--- config.mk ---
export PLATFORM = sky130hd
export DESIGN_NAME = read_mux
export DESIGN_NICKNAME = d
export VERILOG_FILES = /design/src/logic/regfile_pkg.sv /design/src/logic/read_mux.sv
export SDC_FILE = /design/constraint.sdc
export NUM_CORES = 1
export LEC_CHECK = 0
export BUFFER_PORTS_ARGS = -buffer_cell sky130_fd_sc_hd__buf_2
export CORE_AREA = 5 5 110 112
export DETAILED_ROUTE_END_ITERATION = 8
export DIE_AREA = 0 0 115 117
export GPL_ROUTABILITY_DRIVEN = 0
export GPL_TIMING_DRIVEN = 0
export PLACE_DENSITY = 0.42
export SLEW_MARGIN = 20
export SYNTH_ARGS = -nofsm -noshare
export SYNTH_HDL_FRONTEND = slang
export SYNTH_SLANG_ARGS = --single-unit
--- constraint.sdc ---
create_clock -name vclk -period 0.8
set_input_delay 0.16 -clock vclk [all_inputs]
set_output_delay 0.16 -clock vclk [all_outputs]
set_load 0.1 [all_outputs]
--- src/logic/regfile_pkg.sv ---
package regfile_pkg;

  ////////////////////
  // Widths and counts
  ////////////////////

  // Width of one register
  localparam int unsigned DATA_WIDTH = 32;

  // Full register address, bank bit on top of the index
  localparam int unsigned ADDR_WIDTH = 6;

  // Index of a register inside one bank
  localparam int unsigned IDX_WIDTH = 5;

  // Registers in each bank
  localparam int unsigned NUM_WORDS = 32;

  ////////////////////
  // Types
  ////////////////////

  // One register value
  typedef logic [DATA_WIDTH-1:0] data_t;

  // Address as seen at the ports, bit 5 is the bank
  typedef logic [ADDR_WIDTH-1:0] addr_t;

  // Register number within a bank
  typedef logic [IDX_WIDTH-1:0] idx_t;

  // One bit per register of a bank
  typedef logic [NUM_WORDS-1:0] word_mask_t;

  // Bank selection, taken straight from address bit 5
  typedef enum logic {
    BANK_INT = 1'b0,
    BANK_FP  = 1'b1
  } bank_e;

endpackage

--- src/logic/read_mux.sv ---
module read_mux #(
  parameter int unsigned FPU = 0
) (
  input  regfile_pkg::bank_e bank_a_i,
  input  regfile_pkg::bank_e bank_b_i,
  input  regfile_pkg::bank_e bank_c_i,
  input  regfile_pkg::data_t int_rdata_a_i,
  input  regfile_pkg::data_t int_rdata_b_i,
  input  regfile_pkg::data_t int_rdata_c_i,
  input  regfile_pkg::data_t fp_rdata_a_i,
  input  regfile_pkg::data_t fp_rdata_b_i,
  input  regfile_pkg::data_t fp_rdata_c_i,
  output regfile_pkg::data_t rdata_a_o,
  output regfile_pkg::data_t rdata_b_o,
  output regfile_pkg::data_t rdata_c_o
);

  import regfile_pkg::*;

  // Pick the word of the addressed bank for one port
  function automatic data_t pick(bank_e bank, data_t int_word, data_t fp_word);
    data_t word;
    if (bank == BANK_INT) begin
      word = int_word;
    end else if (FPU == 1) begin
      word = fp_word;
    end else begin
      // No FP bank, so FP addresses read zero
      word = '0;
    end
    return word;
  endfunction

  ////////////////////
  // Per-port select
  ////////////////////

  assign rdata_a_o = pick(bank_a_i, int_rdata_a_i, fp_rdata_a_i);
  assign rdata_b_o = pick(bank_b_i, int_rdata_b_i, fp_rdata_b_i);
  assign rdata_c_o = pick(bank_c_i, int_rdata_c_i, fp_rdata_c_i);

endmodule

==> flow_summary.json <==
{
  "post-route-period-util_pct": 118,
  "yosysTopAreaCellShare_pct": 64.5,
  "ff_latch_area_um2": 0,
  "wirelength_mm": 6.73,
  "num-clock-buffers": 0,
  "worstMarginPinSlew_ns": 0.119,
  "hold_path_class": "in -> out",
  "hold_violations": 0,
  "critPathLaunchType": "input pin",
  "io_pins": 291,
  "cts_hold_repair.buffers": 0,
  "synth_fp_nets": 300,
  "dp_hpwl_mm": 4.55,
  "via_per_inst": 3.44,
  "nets": 508,
  "grt_pass1_vias": 1810,
  "synth_compound_area_share_pct": 0,
  "whs_ns": 0.685,
  "yosys.cell_count.top_type": "nor2b_1",
  "synth_cells": 105,
  "drt_iter0_drc": 27,
  "synthTopCellsByCount": "nor2b_1, nor2b_2, buf_2",
  "required_ns": 0.64,
  "grt_pass1_wl_mm": 9.79,
  "cpMaxStageDelayCell": "buf_12",
  "grt_max_degree": 9,
  "max_stage_delay_ns": 0.18,
  "seq_cell_count": 0,
  "globalRouteOverflowTotal": 0,
  "diodes": 0,
  "synth_top_family_by_area": "simple AND/OR/NAND/NOR gates",
  "utilization_pct": 39.5,
  "layout-drive-gt1-share_pct": 100,
  "fp.dieW_um": 115,
  "synth.largest_area_cell": "nor2b_1",
  "portBuffers": 195,
  "crit_chain": "buf_16, buf_16, nor2b_4, buf_12",
  "post-route-drc-count": 0,
  "path_buf_inv": 3,
  "maxSlewViolCount": 0,
  "core_mm2": 0.0111,
  "p_leak_nw": 2.15,
  "crit_fanout": 8,
  "power.density_mw_per_mm2": 976,
  "antenna_found_initial": 0,
  "rows": 39,
  "tns_ns": -11.07,
  "ant_nets": 0,
  "finalCriticalPeriod_ns": 0.943,
  "synth_area_um2": 708,
  "synthMuxAreaShare_pct": 0,
  "final_area_mm2": 0.00440,
  "cp.arrival_ns": 0.78,
  "wl_per_cell_um": 14.8,
  "relSlewSlack_pct": 92.0,
  "finalPower_mw": 4.29,
  "placed_area_mm2": 0.00254,
  "detail_route.first_pass.iterations": 4,
  "critical_path_class": "in -> out",
  "synth.area.top_cells": "nor2b_1, nor2b_2, buf_2",
  "fill_cells": 986,
  "path_delay_family": "buffers and inverters",
  "rsz0062_at_grt": "yes",
  "status": "complete, but fails checks",
  "cp-end-kind": "primary output",
  "worst_slack_ns": -0.143,
  "max_freq_ghz": 1.06,
  "path_common_cell": "buf_16",
  "die-area_mm2": 0.0135,
  "die_h_um": 117,
  "ys_seq_area_share_pct": 0,
  "drv_cap": 0,
  "start_util_pct": 6.37,
  "finalSetupViolCount": 94,
  "area_delta_synth_final_pct": 521,
  "syn_avg_cell_area_um2": 6.74,
  "synthAdderAreaFrac_pct": 0,
  "synth-simple-area-share_pct": 92.6,
  "synth-xor-area-share_pct": 0,
  "synth_warnings": 0,
  "place_ws_ns": -0.450,
  "path_depth": 4,
  "ys_types": 5,
  "vias": 1564,
  "violations": "negative setup slack",
  "finalNonFillerCells": 454,
  "track_usage_pct": 9.05,
  "peakVddDrop_v": 0.000422,
  "place_inst": 443,
  "holdPathStages": 3
}
## cell type report
class	instances	area [µm²]	area share (%)
Tap cell	143	179	4.07
Multi-Input combinational cell	96	1310	29.9
Timing Repair Buffer	206	2710	61.6
Buffer	9	195	4.44
## power breakdown
part | switching (mW) | internal, mW | total [mW]
Combinational | 2.54 | 1.75 | 4.29
Sequential | 0 | 0 | 0
Clock | 0 | 0 | 0
Total | 2.54 | 1.75 | 4.29
## kinds of logic (layout without fill, tap and decap cells)
| logic type | after synthesis | after routing |
|---|---|---|
| and+or+nand+nor | 96 | 96 |
| buffers and inverters | 9 | 215 |
## final timing paths
check	slack, ns	start	endpoint
worst min-delay path	0.68	bank_a_i	rdata_a_o[31]
worst max-delay path	-0.14	bank_c_i	rdata_c_o[20]
## metal layers
| metal | track usage (%) | share of wire [%] | vias to the layer above |
|---|---|---|---|
| li1 | - | - | 722 |
| met1 | 9.57 | 32 | 715 |
| met2 | 18.7 | 56 | 123 |
| met3 | 2.31 | 11 | 4 |
| met4 | 0.391 | 1.0 | 0 |
| met5 | 0 | 0 | - |
## cell usage in the layout (no fill, tap or decap)
cell type	synthesis	layout
clkbuf_16	0	4
nor2b_4	0	94
buf_2	6	96
buf_4	0	2
buf_12	0	105
and2b_4	0	2
buf_8	0	1
buf_16	0	7
## timing repair
| action | in CTS | in global routing |
|---|---|---|
| setup endpoints to repair | 96 | 96 |
| gates cloned | 9 | 0 |
| setup buffers | 0 | 2 |
| resized for setup | 429 | 11 |
| pin swaps | 0 | 0 |
(Power assumes the default switching activity.)
