<file path="config.mk">
export PLATFORM = sky130hd
export DESIGN_NAME = write_decoder
export DESIGN_NICKNAME = d
export VERILOG_FILES = /design/src/logic/regfile_pkg.sv /design/src/logic/write_decoder.sv
export SDC_FILE = /design/constraint.sdc
export NUM_CORES = 1
export LEC_CHECK = 0
export BUFFER_PORTS_ARGS = -buffer_cell sky130_fd_sc_hd__buf_4
export CAP_MARGIN = 40
export CORE_MARGIN = 2
export CORE_UTILIZATION = 35
export DETAILED_ROUTE_END_ITERATION = 8
export PLACE_DENSITY = 0.84
export SLEW_MARGIN = 20
export SYNTH_ARGS = -nofsm -noshare
export SYNTH_HDL_FRONTEND = slang
export SYNTH_SLANG_ARGS = --single-unit
</file>
<file path="constraint.sdc">
create_clock -name vclk -period 1.9
set_input_delay 0.38 -clock vclk [all_inputs]
set_output_delay 0.38 -clock vclk [all_outputs]
set_load 0.01 [all_outputs]
</file>
<file path="src/logic/regfile_pkg.sv">
package regfile_pkg;

  ////////////////////
  // Widths and counts
  ////////////////////

  // Width of one register
  localparam int unsigned DATA_WIDTH = 32;

  // Full register address, bank bit on top of the index
  localparam int unsigned ADDR_WIDTH = 6;

  // Index of a register inside one bank
  localparam int unsigned IDX_WIDTH = 5;

  // Registers in each bank
  localparam int unsigned NUM_WORDS = 32;

  ////////////////////
  // Types
  ////////////////////

  // One register value
  typedef logic [DATA_WIDTH-1:0] data_t;

  // Address as seen at the ports, bit 5 is the bank
  typedef logic [ADDR_WIDTH-1:0] addr_t;

  // Register number within a bank
  typedef logic [IDX_WIDTH-1:0] idx_t;

  // One bit per register of a bank
  typedef logic [NUM_WORDS-1:0] word_mask_t;

  // Bank selection, taken straight from address bit 5
  typedef enum logic {
    BANK_INT = 1'b0,
    BANK_FP  = 1'b1
  } bank_e;

endpackage

</file>
<file path="src/logic/write_decoder.sv">
module write_decoder #(
  parameter int unsigned FPU = 0
) (
  input  regfile_pkg::addr_t      waddr_a_i,
  input  regfile_pkg::addr_t      waddr_b_i,
  input  logic                    we_a_i,
  input  logic                    we_b_i,
  output regfile_pkg::word_mask_t int_we_o,
  output regfile_pkg::word_mask_t fp_we_o,
  output regfile_pkg::word_mask_t int_sel_b_o,
  output regfile_pkg::word_mask_t fp_sel_b_o
);

  import regfile_pkg::*;

  // Bit of x0 inside the integer mask
  localparam word_mask_t X0_MASK = word_mask_t'(1);

  idx_t       idx_a;
  idx_t       idx_b;
  bank_e      bank_a;
  bank_e      bank_b;
  word_mask_t onehot_a;
  word_mask_t onehot_b;
  word_mask_t int_a;
  word_mask_t int_b;
  word_mask_t fp_a;
  word_mask_t fp_b;

  // Split both write addresses into bank and index
  assign idx_a  = waddr_a_i[IDX_WIDTH-1:0];
  assign idx_b  = waddr_b_i[IDX_WIDTH-1:0];
  assign bank_a = bank_e'(waddr_a_i[IDX_WIDTH]);
  assign bank_b = bank_e'(waddr_b_i[IDX_WIDTH]);

  ////////////////////
  // One-hot decode
  ////////////////////

  // Compare each index with every register number, qualified by the enable
  always_comb begin
    for (int i = 0; i < NUM_WORDS; i++) begin
      onehot_a[i] = we_a_i && (idx_a == idx_t'(i));
      onehot_b[i] = we_b_i && (idx_b == idx_t'(i));
    end
  end

  // Route each decode to the bank it addresses
  assign int_a = (bank_a == BANK_INT) ? onehot_a : '0;
  assign int_b = (bank_b == BANK_INT) ? onehot_b : '0;

  // Without an FP bank those writes go nowhere
  assign fp_a = (bank_a == BANK_FP && FPU == 1) ? onehot_a : '0;
  assign fp_b = (bank_b == BANK_FP && FPU == 1) ? onehot_b : '0;

  ////////////////////
  // Enables and port-B selects
  ////////////////////

  // Either port writing makes the register load, x0 never loads
  assign int_we_o    = (int_a | int_b) & ~X0_MASK;
  // Port B wins a collision on the same register
  assign int_sel_b_o = int_b & ~X0_MASK;

  assign fp_we_o     = fp_a | fp_b;
  assign fp_sel_b_o  = fp_b;

endmodule

</file>
==> results.sh <==
export IMPL_status="complete, no violations"
export IMPL_grt_ovfl_total=0
export IMPL_routed_via_count=1396
export IMPL_route_detailed_drc=0
export IMPL_ys_types=22
export IMPL_fp_dieH_um=62.8
export IMPL_core_area_sq_um=3340
export IMPL_use_met3=0.0252
export IMPL_grt_pass1_vias=1198
export IMPL_power_density_nw_per_um2=137
export IMPL_diodes=0
export IMPL_synthCells=178
export IMPL_grtUsageMet1=0.222
export IMPL_syn2layout_area_growth_pct=42.1
export IMPL_hpwl_um=3070
export IMPL_utilization=0.515
export IMPL_crit_fanout=9
export IMPL_avgSynthCellArea_sq_um=6.79
export IMPL_ant_nets=0
export IMPL_arrival_ns=1.49
export IMPL_fin_crit_sh=0.982
export IMPL_antenna_found_initial=0
export IMPL_drtIter0Drc=105
export IMPL_first_pass_iters=4
export IMPL_ys_warn_count=0
export IMPL_seq_cells=0
export IMPL_drv_slew=0
export IMPL_grt_use_total=0.176
export IMPL_p_total_uw=235
export IMPL_gp_congestion=0.801
export IMPL_p_leak_uw=0.000816
export IMPL_critPathKind="in -> out"
export IMPL_nets=266
export IMPL_die_area_sq_um=3940
export IMPL_grt_pass1_wl_um=5850
export IMPL_drt_total_wl_um=3970
export IMPL_fmax_mhz=536
export IMPL_vdd_drop_max_v=0.0000631
export IMPL_post_dp_cell_area_sq_um=1650
export IMPL_final_area_sq_um=1720
export IMPL_synth_area_sq_um=1210
export IMPL_hold_viol_final=0
export IMPL_drive_above_1_share=0.448
export IMPL_grt_use_met2=0.331
export IMPL_busiest_layer="met2"
export IMPL_clkbuf_count=0
export IMPL_endpoint_kind="primary output"
export IMPL_fin_crit_ns=1.87
export IMPL_dp_cells=298
export IMPL_cp_start_kind="input pin"
export IMPL_start_util=0.362
export IMPL_hp_class="in -> out"
export IMPL_worstPathRequired_ns=1.52
export IMPL_seqCellArea_sq_um=0
export IMPL_cap_violations=0
export IMPL_rsz0062_at_grt="true"
export IMPL_wire_per_inst_um=13.4
export IMPL_yosysSeqAreaShare=0
export IMPL_grt_max_degree=17
export IMPL_io_buffer_count=76
export IMPL_fill_cells=352
export IMPL_rows=21
export IMPL_vias_per_cell=4.72
export IMPL_finalSetupViolations=0
export IMPL_fp_dieW_um=62.8
export IMPL_ios=142
export IMPL_layout_cells_non_filler=296
-- path summary, 6_finish.rpt --
kind                         start           end  slack (ns)  cells past startpoint
worst max-delay path  waddr_a_i[5]  int_we_o[18]        0.03                      4
worst min-delay path  waddr_a_i[1]  int_we_o[19]        1.21                      4
-- critical path, cell delays in order --
cell	delay, ns
buf_4	0.11
or3b_4	0.46
o32ai_1	0.35
buf_4	0.18
-- cell usage in the layout, fill, tap and decap left out, types with 4 or more instances in the layout --
master    Yosys  layout
o22ai_1      12       8
o22ai_2       2       6
buf_4        66      88
nand4b_1      5       5
o32ai_1      14      11
conb_1        1      66
nor2_1       31      30
buf_6         1       4
nand2b_1      4       4
o32ai_2       3       6
-- cell type report --
class	count	area, sq um	area share
multi-input combinational	157	935	0.544
tap	46	57.6	0.0335
timing repair buffer	93	726	0.422
-- per-layer routing --
metal | vias to the layer above | wire length (um) | part of all wire
li1 | 645 | - | -
met5 | - | 0 | 0
met2 | 99 | 2090 | 0.53
met4 | 0 | 0 | 0
met1 | 652 | 1470 | 0.37
met3 | 0 | 405 | 0.10
-- power by group --
group / switching [uW] / internal [uW]
logic: 156 / 78.9
clock network: 0 / 0
registers: 0 / 0
-- cell families (layout without fill, tap and decap cells) --
family          Yosys count  after routing  share of synthesized area
buf+inv                  86             93                      0.484
simple gates             60             60                      0.288
compound gates           31             31                      0.225
other cells               1             66                    0.00310
-- synth_stat cells (2+ instances only) --
master      n  area, sq um
buf_4      66          495
nor2_1     31          116
o32ai_1    14          123
clkbuf_1   13         48.8
o22ai_1    12         75.1
buf_2       6         30.0
nand4b_1    5         43.8
or4b_1      5         50.1
nand2b_1    4         25.0
nand3b_1    3         22.5
nand4bb_1   3         33.8
o32ai_2     3         48.8
nand2_1     2         7.51
o22ai_2     2         25.0
or3b_1      2         17.5
-- per-stage QoR --
step | worst slack [ns] | hold slack, ns | TNS, ns
after global placement | -0.0468 | 1.19 | -0.295
after detailed placement | -0.0635 | 1.21 | -0.505
after CTS | 0.00238 | 1.21 | 0
final | 0.0334 | 1.21 | 0
after floorplan | 0.180 | 0.962 | 0
after global routing | -0.0168 | 1.24 | -0.0256
-- what timing repair did --
item,4_1_cts,5_1_grt
gates resized for setup,9,10
buffers inserted,0,1
setup endpoints to repair,16,17
pin swaps,0,5
hold buffers,0,0
No activity file was read; power rests on OpenSTA's default activity.
