--- src/logic/regfile_pkg.sv ---
package regfile_pkg;

  ////////////////////
  // Widths and counts
  ////////////////////

  // Width of one register
  localparam int unsigned DATA_WIDTH = 32;

  // Full register address, bank bit on top of the index
  localparam int unsigned ADDR_WIDTH = 6;

  // Index of a register inside one bank
  localparam int unsigned IDX_WIDTH = 5;

  // Registers in each bank
  localparam int unsigned NUM_WORDS = 32;

  ////////////////////
  // Types
  ////////////////////

  // One register value
  typedef logic [DATA_WIDTH-1:0] data_t;

  // Address as seen at the ports, bit 5 is the bank
  typedef logic [ADDR_WIDTH-1:0] addr_t;

  // Register number within a bank
  typedef logic [IDX_WIDTH-1:0] idx_t;

  // One bit per register of a bank
  typedef logic [NUM_WORDS-1:0] word_mask_t;

  // Bank selection, taken straight from address bit 5
  typedef enum logic {
    BANK_INT = 1'b0,
    BANK_FP  = 1'b1
  } bank_e;

endpackage

--- src/logic/int_bank.sv ---
module int_bank (
  input  logic                    clk_int,
  input  logic                    rst_n,
  input  regfile_pkg::word_mask_t we_i,
  input  regfile_pkg::word_mask_t sel_b_i,
  input  regfile_pkg::data_t      wdata_a_i,
  input  regfile_pkg::data_t      wdata_b_i,
  input  regfile_pkg::idx_t       ridx_a_i,
  input  regfile_pkg::idx_t       ridx_b_i,
  input  regfile_pkg::idx_t       ridx_c_i,
  output regfile_pkg::data_t      rdata_a_o,
  output regfile_pkg::data_t      rdata_b_o,
  output regfile_pkg::data_t      rdata_c_o
);

  import regfile_pkg::*;

  // Storage for x1..x31 only
  data_t mem_q [NUM_WORDS-1:1];
  // Read view with x0 tied to zero
  data_t rd_view [NUM_WORDS];

  ////////////////////
  // Write
  ////////////////////

  always_ff @(posedge clk_int or negedge rst_n) begin
    if (!rst_n) begin
      for (int i = 1; i < NUM_WORDS; i++) begin
        mem_q[i] <= '0;
      end
    end else begin
      for (int i = 1; i < NUM_WORDS; i++) begin
        // Port B data when its select is set, else port A
        if (we_i[i]) begin
          mem_q[i] <= sel_b_i[i] ? wdata_b_i : wdata_a_i;
        end
      end
    end
  end

  ////////////////////
  // Read
  ////////////////////

  always_comb begin
    rd_view[0] = '0;
    for (int i = 1; i < NUM_WORDS; i++) begin
      rd_view[i] = mem_q[i];
    end
  end

  // Combinational read, old value while a write is pending
  assign rdata_a_o = rd_view[ridx_a_i];
  assign rdata_b_o = rd_view[ridx_b_i];
  assign rdata_c_o = rd_view[ridx_c_i];

endmodule

--- config.mk ---
export PLATFORM = sky130hd
export DESIGN_NAME = int_bank
export DESIGN_NICKNAME = d
export VERILOG_FILES = /design/src/logic/regfile_pkg.sv /design/src/logic/int_bank.sv
export SDC_FILE = /design/constraint.sdc
export NUM_CORES = 2
export LEC_CHECK = 0
export BUFFER_PORTS_ARGS = -buffer_cell sky130_fd_sc_hd__buf_2
export CAP_MARGIN = 40
export CORE_MARGIN = 2
export CORE_UTILIZATION = 55
export DETAILED_ROUTE_END_ITERATION = 12
export GPL_ROUTABILITY_DRIVEN = 0
export PLACE_DENSITY = 0.72
export SLEW_MARGIN = 20
export SYNTH_ARGS = -nofsm -noshare
export SYNTH_HDL_FRONTEND = slang
export SYNTH_SLANG_ARGS = --single-unit
--- constraint.sdc ---
create_clock -name clk_int -period 7.5 [get_ports clk_int]
set_clock_uncertainty 0.05 [all_clocks]
set_input_delay 1.5 -clock clk_int [delete_from_list [all_inputs] [get_ports clk_int]]
set_output_delay 1.5 -clock clk_int [all_outputs]
set_load 0.1 [all_outputs]
==> impl_metrics.yaml <==
status:
  status: "finished, final reports clean"
pwr:
  p_switching_w: 0.00600
  clkPwrFrac_pct: 33.7
  combPwrFrac_pct: 28.4
  p_sw_share_pct: 35.1
  leakage_nw: 32.2
  fin_total_pwr_w: 0.0171
  intPower_w: 0.0111
  p_per_area_mw_per_mm2: 224
  pwr-share-seq_pct: 37.9
  ir_worst_vdd_uv: 182
global_route:
  overflow: 0
  grt_pass1_wl_um: 396000
  grt_pass1_vias: 59600
  grt.total_usage_pct: 41.2
  antenna_found_initial: 18
  grt_max_degree: 161
clocking:
  numCtsBuffers: 111
  clockBufferDepth: 3
  postCtsSetupBuffers: 0
  insertion_delay_ps: 780
  cts_tree: "yes"
  clkSlewWorstSetupHoldPaths_ps: 60
  holdBufCountCts: 0
  cts_htree_levels: 3
  cts_root_buf: "clkbuf_16"
  ctsResizeCount: 0
  cts.sinks: 992
finish:
  layout.nets: 6455
  syn2layout_area_growth_pct: 9.62
  fillCellCount: 10100
  multi_input_area_sq_mm: 0.0414
  regMostFlops: "mem_q"
  final-seq-area_sq_mm: 0.0248
  drive_gt1_share_pct: 21.1
  largest_register_ffs: 992
  top_regs: "mem_q (992)"
worst_hold_path:
  min_path_type: "reg -> reg"
synth:
  yosysWarningCount: 0
  ys_seq_area_share_pct: 35.6
  synth_top_area_cell: "dfrtp_1"
  synth_most_common_cell: "mux2i_1"
  syn_avg_cell_area_sq_um: 10.6
  async_flop_share_pct: 100
  synthTopCellsByCount: "1282 x mux2i_1, 995 x nor2_1, 992 x a21oi_1, 992 x dfrtp_1, 576 x mux4_2"
  synth_cell_types: 21
  synth_top_flop_cell: "dfrtp_1"
  synth-seq-cells: 992
  syn_inst: 6565
  synth.area.top_cells: "dfrtp_1 36%, mux4_2 19%, mux2i_1 18%"
  synth-edff-count: 0
  syn_nets: 6710
  mappedNetlistArea_sq_mm: 0.0697
  yosys.area.top_type_share_pct: 35.6
sta:
  whs_ps: 515
  relSlewSlack_pct: 29.8
  setup_tns_ps: 0
  drv_slew: 0
  hold_viol: 0
  rsz0062_at_grt: "no"
  period_share_pct: 83.9
  worstMarginPinSlew_ps: 1050
  finalSetupViolCount: 0
  fmax_mhz: 159
  period_minus_slack_ps: 6290
floorplanning:
  rows: 130
  die_height_um: 360
  boundaryPins: 241
  start_util_pct: 55.4
  die_w_um: 360
  core-area_sq_mm: 0.126
  die_area_sq_mm: 0.130
drt:
  dr.pass1.iters: 9
  vias_per_cell: 7.45
  drtAntennaViolNets: 0
  finalWirelength_um: 271000
  drc: 0
  num_vias: 60100
  drt_iter0_drc: 8475
  wl_per_cell_um: 33.6
setup_path:
  startpoint_type: "input pin"
  cp-end-kind: "output port"
  crit_type: "in -> out"
  crit_arrival_ps: 4740
  cp.required_ps: 5950
  critPathMaxFanout: 27
run:
  maxCapViolations: 0
place:
  hpwl_um: 168000
  place.port_buffers: 238
## layout by cell type, fill, tap and decap left out, types with 4 or more instances in the layout
cell type and instances:
dfrtp_1 992, clkinv_2 30, and2_1 96, a21oi_1 992, mux2i_1 1282, o21ai_1 96, o31ai_1 96, inv_6 4
buf_8 7, clkinvlp_4 4, mux4_2 576, buf_16 23, nor2_1 992, bufinv_16 9, clkbuf_8 25, a211oi_1 96
nor2b_4 9, o22ai_1 96, buf_2 222, mux2_2 95, clkbuf_16 113, clkbuf_1 20, buf_12 62, buf_4 162
a22o_1 287
## power groups by stage
| stage | clock network [W] | logic [W] | registers (W) |
|---|---|---|---|
| 2_1_floorplan | 0 | 0.00342 | 0.00639 |
| 3_3_place_gp | 0 | 0.00455 | 0.00649 |
| 3_5_place_dp | 0 | 0.00472 | 0.00656 |
| 4_1_cts | 0.00575 | 0.00473 | 0.00647 |
| 5_1_grt | 0.00597 | 0.00505 | 0.00657 |
| 6_report | 0.00578 | 0.00486 | 0.00649 |
## layout make-up
cell class,count,area share [%]
multi-input combinational,4726,54.2
inverter,3,0.0147
timing repair buffer,476,5.64
antenna,3,0.00983
clock buffer,158,4.25
sequential,992,32.5
tap,1650,2.70
clock inverter,48,0.647
## through the flow
stage	setup slack, ps	std cells	instance area, sq um	util (%)
CTS	1400	8045	76200	60.6
global placement	1420	7789	71300	56.7
global route	1310	8053	76400	60.7
floorplan	1120	6565	69700	-
detailed placement	1400	7839	72500	57.6
finish	1210	8056	76400	60.8
## final timing paths
path,from,endpoint,slack (ps),depth (start not counted)
min reg2reg,mem_q[973]$_DFFE_PN0P_,mem_q[973]$_DFFE_PN0P_,520,2
max in group asynchronous,rst_n,mem_q[224]$_DFFE_PN0P_,4930,3
min,mem_q[973]$_DFFE_PN0P_,mem_q[973]$_DFFE_PN0P_,520,2
min in group asynchronous,rst_n,mem_q[538]$_DFFE_PN0P_,710,1
max,ridx_a_i[1],rdata_a_o[4],1210,7
max reg2reg,mem_q[929]$_DFFE_PN0P_,mem_q[929]$_DFFE_PN0P_,6650,2
## kinds of logic after synthesis
family,share of synthesized area (%)
compound gates,14.4
buf+inv,5.08
flops,35.6
mux,38.6
simple gates,6.38
## layer usage
metal / wire length [um] / track usage [%]
met2: 117000 / 60.5
met1: 92000 / 51.2
met5: 141 / 0
met3: 40100 / 14.4
met4: 21700 / 27.9
## critical path, stage by stage
cell and delay, ps:
buf_4 500, nor2b_4 660, buf_4 380, a22o_1 180, a211oi_1 80, o31ai_1 800, buf_2 570
(Power assumes the default switching activity.)
