File: config.mk
export PLATFORM = sky130hd
export DESIGN_NAME = fp_bank
export DESIGN_NICKNAME = d
export VERILOG_FILES = /design/src/logic/regfile_pkg.sv /design/src/logic/fp_bank.sv
export SDC_FILE = /design/constraint.sdc
export NUM_CORES = 2
export LEC_CHECK = 0
export BUFFER_PORTS_ARGS = -buffer_cell sky130_fd_sc_hd__clkbuf_2
export CAP_MARGIN = 20
export CORE_ASPECT_RATIO = 0.9
export CORE_UTILIZATION = 55
export CTS_CLUSTER_DIAMETER = 30
export DETAILED_ROUTE_END_ITERATION = 7
export PLACE_DENSITY = 0.75
export SLEW_MARGIN = 25
export SYNTH_ARGS = -nofsm -noshare
export SYNTH_HDL_FRONTEND = slang
export SYNTH_SLANG_ARGS = --single-unit
File: constraint.sdc
create_clock -name clk_int -period 1.6 [get_ports clk_int]
set_input_delay 0.24 -clock clk_int [delete_from_list [all_inputs] [get_ports clk_int]]
set_output_delay 0.24 -clock clk_int [all_outputs]
set_load 0.01 [all_outputs]
File: src/logic/regfile_pkg.sv
package regfile_pkg;

  ////////////////////
  // Widths and counts
  ////////////////////

  // Width of one register
  localparam int unsigned DATA_WIDTH = 32;

  // Full register address, bank bit on top of the index
  localparam int unsigned ADDR_WIDTH = 6;

  // Index of a register inside one bank
  localparam int unsigned IDX_WIDTH = 5;

  // Registers in each bank
  localparam int unsigned NUM_WORDS = 32;

  ////////////////////
  // Types
  ////////////////////

  // One register value
  typedef logic [DATA_WIDTH-1:0] data_t;

  // Address as seen at the ports, bit 5 is the bank
  typedef logic [ADDR_WIDTH-1:0] addr_t;

  // Register number within a bank
  typedef logic [IDX_WIDTH-1:0] idx_t;

  // One bit per register of a bank
  typedef logic [NUM_WORDS-1:0] word_mask_t;

  // Bank selection, taken straight from address bit 5
  typedef enum logic {
    BANK_INT = 1'b0,
    BANK_FP  = 1'b1
  } bank_e;

endpackage

File: src/logic/fp_bank.sv
module fp_bank (
  input  logic                    clk_int,
  input  logic                    rst_n,
  input  regfile_pkg::word_mask_t we_i,
  input  regfile_pkg::word_mask_t sel_b_i,
  input  regfile_pkg::data_t      wdata_a_i,
  input  regfile_pkg::data_t      wdata_b_i,
  input  regfile_pkg::idx_t       ridx_a_i,
  input  regfile_pkg::idx_t       ridx_b_i,
  input  regfile_pkg::idx_t       ridx_c_i,
  output regfile_pkg::data_t      rdata_a_o,
  output regfile_pkg::data_t      rdata_b_o,
  output regfile_pkg::data_t      rdata_c_o
);

  import regfile_pkg::*;

  // f0..f31, every entry writable
  data_t mem_q [NUM_WORDS];

  ////////////////////
  // Write
  ////////////////////

  always_ff @(posedge clk_int or negedge rst_n) begin
    if (!rst_n) begin
      for (int i = 0; i < NUM_WORDS; i++) begin
        mem_q[i] <= '0;
      end
    end else begin
      for (int i = 0; i < NUM_WORDS; i++) begin
        // Same load rule as the integer bank, port B first
        if (we_i[i]) begin
          mem_q[i] <= sel_b_i[i] ? wdata_b_i : wdata_a_i;
        end
      end
    end
  end

  ////////////////////
  // Read
  ////////////////////

  assign rdata_a_o = mem_q[ridx_a_i];
  assign rdata_b_o = mem_q[ridx_b_i];
  assign rdata_c_o = mem_q[ridx_c_i];

endmodule

==> flow_summary.yaml <==
clocking:
  clock_path_buffers: 3
  clk_latency_ns: 0.87
  cts_tree: "built"
  clock-sinks: 1024
  path_clk_slew_ns: 0.05
  cts_root_buffer: "clkbuf_16"
  htreeDepth: 4
  cts_made_buffers: 235
drt:
  drcViolationCount: 0
  via_per_inst: 6.980
  wl_mm: 347.1
  firstDrtPassIters: 6
  wire_per_inst_um: 32.50
  num_vias: 74550
  antenna_left: 0
  drt_iter0_drc: 9229
final_layout:
  nFillCells: 9393
  largest_reg_flops: 1024
  num-nets-final: 8863
  top_register: "mem_q"
  fin_area_mm2: 0.09643
  regArea_mm2: 0.02564
  syn2layout_area_growth_pct: 30.77
  drive_gt1_share_pct: 20.01
  top_regs: "mem_q: 1024 flops"
  multi_input_area_mm2: 0.04566
setup_path:
  rr_startpoint: "mem_q[107]"
  cp_max_fo: 4
  slowest_delay_ns: 0.40
  cp-start-kind: "register"
  arrival_ns: 2.53
  crit_chain: "mux2i_1 -> a22o_1 -> nor3_2 -> a31oi_2 -> nand3_2 -> buf_6 -> buf_6"
  worstSetupEndpointType: "primary output"
  crit_top_cell: "buf_6"
  worst_path_max_delay_cell: "dfrtp_1"
  cp_top_family: "simple AND/OR/NAND/NOR gates"
  rr_endpoint: "mem_q[107]"
  crit_buf_inv: 2
  worstRegToRegCells: 4
  required_ns: 1.36
  worst-setup-path-type: "reg -> out"
  r2r_slack_ns: 0.22
logic_synthesis:
  synth_cell_types: 20
  synth_area_leaders: "dfrtp_1 (35%), mux2i_1 (35%), a21oi_1 (8.9%)"
  netlist_instances: 8114
  ys_ff_latch: 1024
  syn_area_mm2: 0.07374
  avgSynthCellArea_um2: 9.088
  syn-num-nets: 8259
  synth_top_area_cell: "dfrtp_1"
  synth_seq_area_share_pct: 34.75
  synth_top_area_share_pct: 34.75
  ys_warn_count: 0
sta:
  finalSetupViolCount: 96
  tightest_slew_ns: 1.089
  fmax_mhz: 361.4
  maxSlewViolCount: 0
  period_minus_slack_ns: 2.767
  rsz0062_at_grt: "true"
  setup_tns_ns: -93.39
  hold_ws_ns: 0.03669
  relSlewSlack_pct: 27.15
  hold_viol_final: 0
  worst_slack_ns: -1.167
  fin_worst_skew_ns: 0
  fin_crit_sh_pct: 172.9
die:
  die_w_um: 388.0
  fp.coreArea_mm2: 0.1332
  dieHeight_um: 349.4
  ioPinCount: 241
  start_util_pct: 55.38
  dieArea_mm2: 0.1355
  rows: 127
min_path:
  holdPathStages: 4
  hp-start: "sel_b_i[23]"
  hp-class: "in -> reg"
  min_to: "mem_q[265]"
global_route:
  overflow: 0
  grt_pass1_vias: 73950
  grt_usage_pct: 49.71
  antenna_found_initial: 11
  grt_first_pass_wirelength_mm: 497.4
  grt_max_degree: 65
run:
  max_cap_violations: 0
power:
  power.static_leakage_nw: 45.08
  peakVddDrop_mv: 1.344
  power_density_mw_per_mm2: 1140
placement:
  io_buffers: 240
  placed_area_mm2: 0.08305
  routabilityCongestion: 1.010
  pre_cts_slack_ns: -0.7732
  hpwl_mm: 214.2
run_status:
  status: "finished with violations"
  violations: "negative setup slack"
[stage by stage]
| step | power, W | cells | utilization [%] |
|---|---|---|---|
| floorplan | 0.04401 | 8114 | - |
| global placement | 0.05329 | 10010 | 62.37 |
| detailed placement | 0.05394 | 10010 | 62.37 |
| CTS | 0.1080 | 10650 | 71.82 |
| global route | 0.1124 | 10670 | 72.40 |
| finish | 0.1099 | 10680 | 72.42 |
[final cells by class]
class                      count  area share [%]
multi-input combinational   6168           47.34
sequential                  1024           26.58
timing repair buffer        1289           14.77
clock buffer                 291           6.670
clock inverter               152           2.333
tap                         1741           2.259
antenna                       15         0.03893
[per-layer routing]
layer	track usage [%]	up-vias	share of wire (%)
met5	0	-	0.017
met4	45.54	8	11
met3	17.20	2138	13
met2	72.10	5888	41
met1	57.90	35900	34
li1	-	30610	-
[worst reg2reg max path: stages (launching register included)]
cell and delay [ns]:
dfrtp_1 0.40, buf_4 0.15, nor2_1 0.09, a21oi_1 0.05, dlygate4sd3_1 0.58
[timing repair]
item / CTS / global route
hold buffers: 199 / 2
gates resized for setup: 339 / 167
buffers inserted: 22 / 27
endpoints found under the hold margin: 2040 / 1
endpoints found under the setup margin: 96 / 112
pin swaps: 199 / 172
[report_power, final]
group | total, W | switching (W) | internal [W] | leakage [nW]
Combinational | 0.0250 | 0.0145 | 0.0105 | 29.5
Clock | 0.0528 | 0.0175 | 0.0354 | 4.17
Sequential | 0.0321 | 0.00339 | 0.0287 | 11.4
Total | 0.110 | 0.0353 | 0.0746 | 45.1
[worst max-delay path by stage]
stage | start | to | slack [ns] | depth (start not counted)
finish | mem_q[943] | rdata_b_o[15] | -1.17 | 7
global route | mem_q[943] | rdata_b_o[15] | -1.16 | 7
CTS | mem_q[911] | rdata_b_o[15] | -1.07 | 7
detailed placement | ridx_b_i[2] | rdata_b_o[14] | -0.77 | 9
global placement | ridx_b_i[2] | rdata_b_o[14] | -0.78 | 9
floorplan | ridx_b_i[1] | rdata_b_o[25] | 0.0007 | 8
[Yosys cell counts]
cell,n
mux2i_1,2560
buf_2,191
buf_6,66
nand2b_1,6
a21oi_1,1312
nor2b_1,6
buf_1,100
and2_1,3
clkbuf_1,484
clkbuf_4,6
buf_4,75
a22oi_1,288
a22o_1,192
a31oi_1,96
or2_2,3
nor3_1,96
nand2_1,291
nand3_1,288
nor2_1,1027
dfrtp_1,1024
[cells by family (layout without fill, tap and decap cells)]
group                  after synthesis  in the layout  share of synthesized area, %
muxes                             2560           2560                         34.75
AOI/OAI and AO/OA                 1888           1888                         14.93
DFF                               1024           1024                         34.75
and+or+nand+nor                   1720           1720                         9.468
other                                0             15                             0
buffers and inverters              922           1732                         6.102
[layout by cell type (no fill, tap or decap), types with 10 or more instances in the layout]
master / synthesis / routed
a31oi_4: 0 / 33
nand3_4: 0 / 23
clkbuf_2: 0 / 108
nor3_4: 0 / 26
a22oi_1: 288 / 287
dfrtp_1: 1024 / 1015
clkinv_4: 0 / 34
clkinvlp_4: 0 / 26
nand3_2: 0 / 53
diode_2: 0 / 15
clkinv_2: 0 / 29
a21oi_1: 1312 / 1312
buf_8: 0 / 26
nand3_1: 288 / 212
a31oi_2: 0 / 40
inv_6: 0 / 10
nor3_2: 0 / 57
dlygate4sd3_1: 0 / 198
a31oi_1: 96 / 23
clkbuf_1: 484 / 23
nor3_1: 96 / 13
clkbuf_16: 0 / 236
buf_6: 66 / 65
bufinv_16: 0 / 42
nor2_1: 1027 / 1024
buf_2: 191 / 15
nand2_1: 291 / 288
clkbuf_8: 0 / 34
mux2i_1: 2560 / 2549
buf_4: 75 / 560
a22o_1: 192 / 192
buf_12: 0 / 313
No activity file was read; power rests on OpenSTA's default activity.
